## config.mk

```make
export PLATFORM = sky130hd
export DESIGN_NAME = jstkNavTop
export DESIGN_NICKNAME = d
export VERILOG_FILES = /design/src/rtl/jstkNavPkg.sv /design/src/rtl/spiByteIf.sv /design/src/rtl/axisRepeat.sv /design/src/rtl/jstkNavTop.sv /design/src/rtl/jstkPoller.sv /design/src/rtl/spiByteShifter.sv
export VERILOG_INCLUDE_DIRS = /design/src /design/src/include
export SDC_FILE = /design/constraint.sdc
export NUM_CORES = 1
export LEC_CHECK = 0
export BUFFER_PORTS_ARGS = -buffer_cell sky130_fd_sc_hd__buf_4
export CELL_PAD_IN_SITES_DETAIL_PLACEMENT = 1
export CELL_PAD_IN_SITES_GLOBAL_PLACEMENT = 1
export CORE_MARGIN = 4
export CORE_UTILIZATION = 32
export CTS_BUF_LIST = sky130_fd_sc_hd__clkbuf_4
export CTS_CLUSTER_SIZE = 8
export DETAILED_ROUTE_END_ITERATION = 10
export PLACE_DENSITY_LB_ADDON = 0.1
export SLEW_MARGIN = 20
export SYNTH_ARGS = -nofsm -noshare
export SYNTH_HDL_FRONTEND = slang
export SYNTH_SLANG_ARGS = --single-unit
```

## constraint.sdc

```tcl
create_clock -name CLK -period 5.9 [get_ports CLK]
set_clock_uncertainty 0.2 [all_clocks]
set_input_delay 0.295 -clock CLK [delete_from_list [all_inputs] [get_ports CLK]]
set_output_delay 0.295 -clock CLK [all_outputs]
set_load 0.1 [all_outputs]
```

## src/include/jstkNav_defines.svh

```systemverilog
`ifndef JSTKNAV_DEFINES_SVH
`define JSTKNAV_DEFINES_SVH

// ============================================================================
// Polling and SPI timing, in CLK cycles
// ============================================================================

// Clocks between poll starts
`define JSTK_POLL_CYCLES 4000

// SCLK half period, one SCLK period is twice this
`define JSTK_SCLK_HALF 4

// Bytes read per poll
`define JSTK_FRAME_BYTES 5

// ============================================================================
// Key thresholds and repeat timing
// ============================================================================

// Center band is LOW_TH <= pos <= HIGH_TH
`define JSTK_LOW_TH 300
`define JSTK_HIGH_TH 700

// Delay from first key pulse to first repeat
`define JSTK_HOLD_CYCLES 3000

// Spacing of repeat pulses
`define JSTK_REPEAT_CYCLES 1000

`endif

```

## src/rtl/jstkNavPkg.sv

```systemverilog
package jstkNavPkg;

    // ========================================================================
    // Data types
    // ========================================================================

    typedef logic [9:0] pos_t;  // Joystick position, 512 is center
    typedef logic [7:0] byte_t; // One SPI byte

    // ========================================================================
    // State encodings
    // ========================================================================

    // Frame level sequence in the poller
    typedef enum logic [2:0] {
        PollIdle,  // Waiting for poll tick, SS high
        PollStart, // Request one byte
        PollWait,  // Byte in flight
        PollStore, // Shift received byte into frame
        PollDone   // Release SS and decode
    } pollState_e;

    // Single byte SPI engine
    typedef enum logic [1:0] {
        ShiftIdle,
        ShiftShift,  // SCLK toggling
        ShiftFinish  // Hand byte back
    } shiftState_e;

    // Per axis key logic
    typedef enum logic [2:0] {
        AxisCenter,
        AxisLowWait,    // Below low threshold, hold delay running
        AxisLowRepeat,  // Below low threshold, auto-repeat
        AxisHighWait,   // Above high threshold, hold delay running
        AxisHighRepeat  // Above high threshold, auto-repeat
    } axisState_e;

endpackage

```

## src/rtl/spiByteIf.sv

```systemverilog
`timescale 1ns/1ps

// Byte request and return between poller and SPI engine
interface spiByteIf;

    logic              start;   // One cycle request, only while busy low
    logic              busy;    // High the cycle after start until byte done
    logic              rxValid; // One cycle, first cycle with busy low again
    jstkNavPkg::byte_t rxByte;  // Received byte, held until next start

    // Poller side
    modport ctrl (
        output start,
        input  busy,
        input  rxValid,
        input  rxByte
    );

    // SPI engine side
    modport eng (
        input  start,
        output busy,
        output rxValid,
        output rxByte
    );

endinterface

```

## src/rtl/axisRepeat.sv

```systemverilog
`timescale 1ns/1ps
`include "jstkNav_defines.svh"

module axisRepeat (
    input  logic             CLK,
    input  logic             RST,
    input  jstkNavPkg::pos_t pos,
    output logic             lowKey,  // Pulse below low threshold
    output logic             highKey  // Pulse above high threshold
);

    localparam int CntW = $clog2(`JSTK_HOLD_CYCLES + `JSTK_REPEAT_CYCLES);

    jstkNavPkg::axisState_e state, nextState;

    logic [CntW-1:0] cnt, nextCnt;   // Hold and repeat timer
    logic            nextLow, nextHigh;
    logic            isLow, isHigh;  // Outside the center band
    logic            holdDone, repeatDone;

    assign isLow      = (pos < jstkNavPkg::pos_t'(`JSTK_LOW_TH));
    assign isHigh     = (pos > jstkNavPkg::pos_t'(`JSTK_HIGH_TH));
    assign holdDone   = (cnt == CntW'(`JSTK_HOLD_CYCLES - 1));
    assign repeatDone = (cnt == CntW'(`JSTK_REPEAT_CYCLES - 1));

    // ========================================================================
    // Next state
    // ========================================================================

    // Pulses at crossing, crossing + HOLD, then every REPEAT
    always_comb begin
        nextState = state;
        nextCnt   = cnt + 1'b1;
        nextLow   = 1'b0;
        nextHigh  = 1'b0;
        case (state)
            jstkNavPkg::AxisCenter: begin
                nextCnt = '0;
                if (isHigh) begin
                    nextState = jstkNavPkg::AxisHighWait;
                    nextHigh  = 1'b1;             // Immediate pulse
                end else if (isLow) begin
                    nextState = jstkNavPkg::AxisLowWait;
                    nextLow   = 1'b1;
                end
            end
            jstkNavPkg::AxisLowWait, jstkNavPkg::AxisLowRepeat: begin
                if (!isLow) begin
                    nextState = jstkNavPkg::AxisCenter;  // Back in band
                end else if ((state == jstkNavPkg::AxisLowWait) ? holdDone : repeatDone) begin
                    nextState = jstkNavPkg::AxisLowRepeat;
                    nextCnt   = '0;
                    nextLow   = 1'b1;
                end
            end
            jstkNavPkg::AxisHighWait, jstkNavPkg::AxisHighRepeat: begin
                if (!isHigh) begin
                    nextState = jstkNavPkg::AxisCenter;
                end else if ((state == jstkNavPkg::AxisHighWait) ? holdDone : repeatDone) begin
                    nextState = jstkNavPkg::AxisHighRepeat;
                    nextCnt   = '0;
                    nextHigh  = 1'b1;
                end
            end
            default: nextState = jstkNavPkg::AxisCenter;
        endcase
    end

    always_ff @(posedge CLK) begin
        if (RST) begin
            state   <= jstkNavPkg::AxisCenter;
            cnt     <= '0;
            lowKey  <= 1'b0;
            highKey <= 1'b0;
        end else begin
            state   <= nextState;
            cnt     <= nextCnt;
            lowKey  <= nextLow;   // Registered, one cycle after pos
            highKey <= nextHigh;
        end
    end

endmodule

```

## src/rtl/jstkNavTop.sv

```systemverilog
`timescale 1ns/1ps

module jstkNavTop (
    input  logic CLK,
    input  logic RST,
    input  logic MISO,      // From joystick
    output logic SS,        // Slave select, active low
    output logic SCLK,
    output logic MOSI,
    output logic left,      // Key pulses
    output logic right,
    output logic up,
    output logic down,
    output logic click,     // Button levels from last frame
    output logic downClick
);

    jstkNavPkg::pos_t xPos; // Decoded positions
    jstkNavPkg::pos_t yPos;

    spiByteIf byteBus ();

    // No command byte is sent, MOSI stays low
    assign MOSI = 1'b0;

    // ========================================================================
    // SPI read path
    // ========================================================================

    jstkPoller i_poller (
        .CLK       (CLK),
        .RST       (RST),
        .bus       (byteBus.ctrl),
        .SS        (SS),
        .xPos      (xPos),
        .yPos      (yPos),
        .click     (click),
        .downClick (downClick)
    );

    spiByteShifter i_shifter (
        .CLK  (CLK),
        .RST  (RST),
        .MISO (MISO),
        .bus  (byteBus.eng),
        .SCLK (SCLK)
    );

    // ========================================================================
    // Key logic, one instance per axis
    // ========================================================================

    // X low is left, X high is right
    axisRepeat i_axisX (
        .CLK     (CLK),
        .RST     (RST),
        .pos     (xPos),
        .lowKey  (left),
        .highKey (right)
    );

    // Y low is up, Y high is down
    axisRepeat i_axisY (
        .CLK     (CLK),
        .RST     (RST),
        .pos     (yPos),
        .lowKey  (up),
        .highKey (down)
    );

endmodule

```

## src/rtl/jstkPoller.sv

```systemverilog
`timescale 1ns/1ps
`include "jstkNav_defines.svh"

module jstkPoller (
    input  logic             CLK,
    input  logic             RST,
    spiByteIf.ctrl           bus,
    output logic             SS,        // Low for the whole frame
    output jstkNavPkg::pos_t xPos,
    output jstkNavPkg::pos_t yPos,
    output logic             click,     // Bit 0 of byte 5
    output logic             downClick  // Bit 1 of byte 5
);

    localparam int PollW  = $clog2(`JSTK_POLL_CYCLES);
    localparam int CntW   = $clog2(`JSTK_FRAME_BYTES + 1);
    localparam int FrameW = 8 * `JSTK_FRAME_BYTES;

    jstkNavPkg::pollState_e state;

    logic [PollW-1:0]  pollCnt;  // Free running poll timer
    logic              pollTick;
    logic [CntW-1:0]   byteCnt;  // Bytes stored this frame
    logic [FrameW-1:0] frameSr;  // Byte 1 ends up in the top byte

    // ========================================================================
    // Poll timer
    // ========================================================================

    assign pollTick = (pollCnt == PollW'(`JSTK_POLL_CYCLES - 1));

    always_ff @(posedge CLK) begin
        if (RST) begin
            pollCnt <= '0;
        end else if (pollTick) begin
            pollCnt <= '0;                // Wrap, one tick per period
        end else begin
            pollCnt <= pollCnt + 1'b1;
        end
    end

    // Request only when the engine is free
    assign bus.start = (state == jstkNavPkg::PollStart) && !bus.busy;

    // ========================================================================
    // Frame sequence
    // ========================================================================

    always_ff @(posedge CLK) begin
        if (RST) begin
            state     <= jstkNavPkg::PollIdle;
            SS        <= 1'b1;
            byteCnt   <= '0;
            xPos      <= jstkNavPkg::pos_t'(512); // Centered until first frame
            yPos      <= jstkNavPkg::pos_t'(512);
            click     <= 1'b0;
            downClick <= 1'b0;
        end else begin
            case (state)
                jstkNavPkg::PollIdle: begin
                    if (pollTick) begin       // Ticks elsewhere are dropped
                        SS      <= 1'b0;
                        byteCnt <= '0;
                        state   <= jstkNavPkg::PollStart;
                    end
                end
                jstkNavPkg::PollStart: begin
                    if (!bus.busy) begin
                        state <= jstkNavPkg::PollWait;
                    end
                end
                jstkNavPkg::PollWait: begin
                    if (bus.rxValid) begin    // Byte complete
                        state <= jstkNavPkg::PollStore;
                    end
                end
                jstkNavPkg::PollStore: begin
                    byteCnt <= byteCnt + 1'b1;
                    if (byteCnt == CntW'(`JSTK_FRAME_BYTES - 1)) begin
                        state <= jstkNavPkg::PollDone;
                    end else begin
                        state <= jstkNavPkg::PollStart; // Next byte
                    end
                end
                jstkNavPkg::PollDone: begin
                    SS        <= 1'b1;
                    // Low byte first on the wire, top 2 bits follow
                    yPos      <= {frameSr[25:24], frameSr[39:32]};
                    xPos      <= {frameSr[9:8], frameSr[23:16]};
                    click     <= frameSr[0];
                    downClick <= frameSr[1];
                    state     <= jstkNavPkg::PollIdle;
                end
                default: state <= jstkNavPkg::PollIdle;
            endcase
        end
    end

    // Frame assembly, shift in arrival order
    always_ff @(posedge CLK) begin
        if (state == jstkNavPkg::PollStore) begin
            frameSr <= {frameSr[FrameW-9:0], bus.rxByte};
        end
    end

endmodule

```

## src/rtl/spiByteShifter.sv

```systemverilog
`timescale 1ns/1ps
`include "jstkNav_defines.svh"

module spiByteShifter (
    input  logic   CLK,
    input  logic   RST,
    input  logic   MISO,
    spiByteIf.eng  bus,
    output logic   SCLK   // Idles low, mode 0
);

    localparam int HalfW = $clog2(`JSTK_SCLK_HALF + 1);

    jstkNavPkg::shiftState_e state;

    logic [HalfW-1:0]  halfCnt;  // Clocks within one SCLK half period
    logic              halfTick; // Last clock of a half period
    logic [3:0]        edgeCnt;  // SCLK edges, 16 per byte
    jstkNavPkg::byte_t rxSr;     // MSB arrives first

    assign halfTick   = (halfCnt == HalfW'(`JSTK_SCLK_HALF - 1));
    assign bus.rxByte = rxSr;    // Stable once shifting stops

    // ========================================================================
    // Byte sequencer and SCLK generation
    // ========================================================================

    always_ff @(posedge CLK) begin
        if (RST) begin
            state       <= jstkNavPkg::ShiftIdle;
            bus.busy    <= 1'b0;
            bus.rxValid <= 1'b0;
            SCLK        <= 1'b0;
            halfCnt     <= '0;
            edgeCnt     <= '0;
        end else begin
            bus.rxValid <= 1'b0;                  // Pulse only
            case (state)
                jstkNavPkg::ShiftIdle: begin
                    halfCnt <= '0;
                    edgeCnt <= '0;
                    if (bus.start) begin
                        bus.busy <= 1'b1;         // Visible the next cycle
                        state    <= jstkNavPkg::ShiftShift;
                    end
                end
                jstkNavPkg::ShiftShift: begin
                    if (halfTick) begin
                        halfCnt <= '0;
                        SCLK    <= ~SCLK;
                        edgeCnt <= edgeCnt + 1'b1;
                        // Sixteenth edge returns SCLK low
                        if (edgeCnt == 4'd15) begin
                            state <= jstkNavPkg::ShiftFinish;
                        end
                    end else begin
                        halfCnt <= halfCnt + 1'b1;
                    end
                end
                jstkNavPkg::ShiftFinish: begin
                    // rxValid rises with busy falling
                    bus.busy    <= 1'b0;
                    bus.rxValid <= 1'b1;
                    state       <= jstkNavPkg::ShiftIdle;
                end
                default: state <= jstkNavPkg::ShiftIdle;
            endcase
        end
    end

    // ========================================================================
    // Receive shift register
    // ========================================================================

    // Sample MISO on the clock where SCLK rises
    always_ff @(posedge CLK) begin
        if ((state == jstkNavPkg::ShiftShift) && halfTick && !SCLK) begin
            rxSr <= {rxSr[6:0], MISO};
        end
    end

endmodule

```

==> impl_metrics.env <==
export IMPL_status="finished clean"
export IMPL_dp_hpwl_mm=6.61
export IMPL_io_buffers=10
export IMPL_synth_ff_type="dfxtp_1"
export IMPL_drc=0
export IMPL_use_met1_pct=14.8
export IMPL_syn_avg_cell_area_um2=10.3
export IMPL_drtIter0Drc=162
export IMPL_layout_min_cycle_time_ps=2390
export IMPL_ios=12
export IMPL_cts_hold_buf=2
export IMPL_hp_start="i_poller.frameSr[30]"
export IMPL_drive_above_1_share_pct=9.83
export IMPL_postCtsSetupRepairBufs=0
export IMPL_r2r_end="i_poller.SS"
export IMPL_path_class="register to register"
export IMPL_crit_fanout=4
export IMPL_start_util_pct=33.0
export IMPL_start_kind="register"
export IMPL_layout_commonest_cell="dfxtp_1"
export IMPL_diodes=0
export IMPL_required_ps=6130
export IMPL_p_sw_share_pct=24.6
export IMPL_slew_headroom_pct=40.4
export IMPL_max_cap_viol_count=0
export IMPL_clkTransAtPathRegs_ps=150
export IMPL_grt_max_degree=57
export IMPL_p_int_mw=1.28
export IMPL_combPwrFrac_pct=1.0
export IMPL_viasPerCell=4.75
export IMPL_clock_latency_ps=530
export IMPL_synth_async_reset_ratio_pct=0
export IMPL_power_density_mw_per_mm2=286
export IMPL_synth_nets=527
export IMPL_use_met3_pct=3.93
export IMPL_cts_htree_levels=4
export IMPL_whs_ps=240
export IMPL_use_met2_pct=20.2
export IMPL_r2r_start="i_poller.pollCnt[0]"
export IMPL_vias=3587
export IMPL_rows=46
export IMPL_hold_viol=0
export IMPL_drv_slew=0
export IMPL_dpl_worst_slack_ps=3530
export IMPL_worst_pin_slew_ps=894
export IMPL_cp_arrival_ps=2620
export IMPL_antenna_found_initial=0
export IMPL_fmax_mhz=419
export IMPL_cts_path_max_buffers=2
export IMPL_synth_distinct_cells=52
export IMPL_total_power_mw=1.70
export IMPL_layout_setup_ws_ps=3510
export IMPL_finalNetCount=536
export IMPL_power_leakage_nw=1.95
export IMPL_busiest_layer="met2"
export IMPL_grt_overflow=0
export IMPL_p_sw_mw=0.419
export IMPL_synth_edf_count=48
export IMPL_avgRoutedWirePerCell_um=13.4
export IMPL_yosys_register_bits=135
export IMPL_finalCritPeriodShare_pct=40.5
export IMPL_wl_mm=10.1
export IMPL_crit_path_end_kind="register"
export IMPL_grt_pass1_wl_mm=18.1
export IMPL_first_global_vias=3821
export IMPL_num_fill_cells=1836
export IMPL_ctsResizeCount=0
export IMPL_die_area_mm2=0.0188
export IMPL_report_final_setup_viol=0
export IMPL_hold_path_endpoint="i_poller.frameSr[38]"
export IMPL_track_usage_pct=12.1
export IMPL_clock_sink_count=135
export IMPL_numCtsBuffers=17
export IMPL_reg2reg_slack_ps=3510
export IMPL_clkPwrFrac_pct=42.7
export IMPL_place_gp_congestion=0.745
export IMPL_ant_nets=0
export IMPL_holdCritPathClass="register to register"
export IMPL_root_buffer="clkbuf_4"
export IMPL_die_y_um=137
export IMPL_syn_inst=517
export IMPL_cp_startpoint="i_poller.pollCnt[0]"
export IMPL_dieWidth_um=137
export IMPL_area_growth_pct=12.0
export IMPL_layout_common_cells="87 x dfxtp_1, 71 x nand2_1, 66 x nor2_1"
export IMPL_syn_area_mm2=0.00532
export IMPL_min_path_cells=0
export IMPL_p_seq_share_pct=56.4
export IMPL_peakVddDrop_mv=0.105
export IMPL_r2r_cells=5
export IMPL_drt_pass1_iter_count=4
export IMPL_finalSetupTns_ps=0
export IMPL_ys_warn_count=0
export IMPL_ys_seq_area_share_pct=59.8
export IMPL_cts_tree="done"
export IMPL_rsz0062_at_grt="no"
export IMPL_design_core_area_mm2=0.0161
## through the flow
step | util, % | cells | area, µm²
global route | 37.0 | 755 | 5960
finish | 37.0 | 755 | 5960
CTS | 37.0 | 755 | 5960
global placement | 34.6 | 721 | 5580
detailed placement | 34.6 | 721 | 5580
floorplan | - | 517 | 5320
## critical path, stage by stage (launching register included)
cell and delay, ps:
dfxtp_1 400, ha_1 240, nand4_2 150, or4_4 540, or4_4 450, a211o_1 300
## power groups by stage
| stage | Combinational [mW] | Sequential, mW | Clock [mW] |
|---|---|---|---|
| after CTS | 0.0170 | 0.960 | 0.761 |
| final | 0.0165 | 0.960 | 0.726 |
| after detailed placement | 0.0159 | 0.981 | 0 |
| after global placement | 0.0157 | 0.980 | 0 |
| after global routing | 0.0186 | 0.961 | 0.806 |
| after floorplan | 0.0128 | 0.980 | 0 |
## worst max path at each step
stage	to	slack, ps	cells after the start
final	i_poller.SS	3510	5
after global routing	i_axisX.cnt[11]	3300	6
after CTS	i_poller.SS	3480	5
after detailed placement	i_poller.SS	3530	5
after global placement	i_poller.SS	3570	5
after floorplan	i_poller.byteCnt[2]	3490	7
## metal layers
layer | vias to the layer above | wire length (µm)
met3 | 11 | 315
met1 | 1732 | 4770
met2 | 25 | 4940
met4 | 0 | 121
met5 | - | 0
li1 | 1819 | -
## state kept, by name (all words and copies together), names as in the netlist, 4 cells and up
signal	cells
i_poller.pollCnt	12
i_shifter.edgeCnt	4
i_poller.xPos	10
i_poller.yPos	10
i_shifter.bus.rxByte	8
i_axisY.cnt	12
i_axisX.cnt	12
i_poller.frameSr	40
## cell type report
cell class / instances / area, µm² / area share, %
sequential: 135 / 3180 / 53.4
multi-input combinational: 347 / 2000 / 33.6
tap: 216 / 270 / 4.53
clock inverter: 15 / 228 / 3.82
clock buffer: 17 / 128 / 2.14
timing repair buffer: 13 / 103 / 1.72
inverter: 12 / 45.0 / 0.756
## cell usage after synthesis, types with 4 or more instances
| master | instances | area (µm²) |
|---|---|---|
| a211oi_1 | 4 | 30.0 |
| a21oi_1 | 37 | 185 |
| and3_1 | 4 | 25.0 |
| clkbuf_1 | 19 | 71.3 |
| dfxtp_1 | 87 | 1740 |
| edfxtp_1 | 48 | 1440 |
| ha_1 | 7 | 87.6 |
| inv_1 | 12 | 45.0 |
| mux2i_1 | 6 | 60.1 |
| nand2_1 | 71 | 267 |
| nand3_1 | 14 | 70.1 |
| nand4_1 | 9 | 56.3 |
| nor2_1 | 66 | 248 |
| nor2b_1 | 6 | 37.5 |
| nor3_1 | 17 | 85.1 |
| nor3b_1 | 7 | 52.6 |
| nor4_1 | 5 | 31.3 |
| o211ai_1 | 4 | 30.0 |
| o21ai_0 | 8 | 40.0 |
| or3_1 | 5 | 31.3 |
| xnor2_1 | 19 | 166 |
| xor2_1 | 13 | 114 |
## cells by family (layout without fill, tap and decap cells)
family | count (synthesis) | in the layout | share of synthesized area (%)
adder cells (fa/ha/maj) | 9 | 9 | 2.02
flip-flops | 135 | 135 | 59.8
buffers and inverters | 35 | 57 | 2.63
multiplexers | 6 | 6 | 1.13
AO/OA/AOI/OAI | 68 | 68 | 7.90
other | 1 | 1 | 0.0705
AND/OR/NAND/NOR | 231 | 231 | 21.2
XOR/XNOR | 32 | 32 | 5.27
Note: power is estimated with default switching activity, not from simulation.
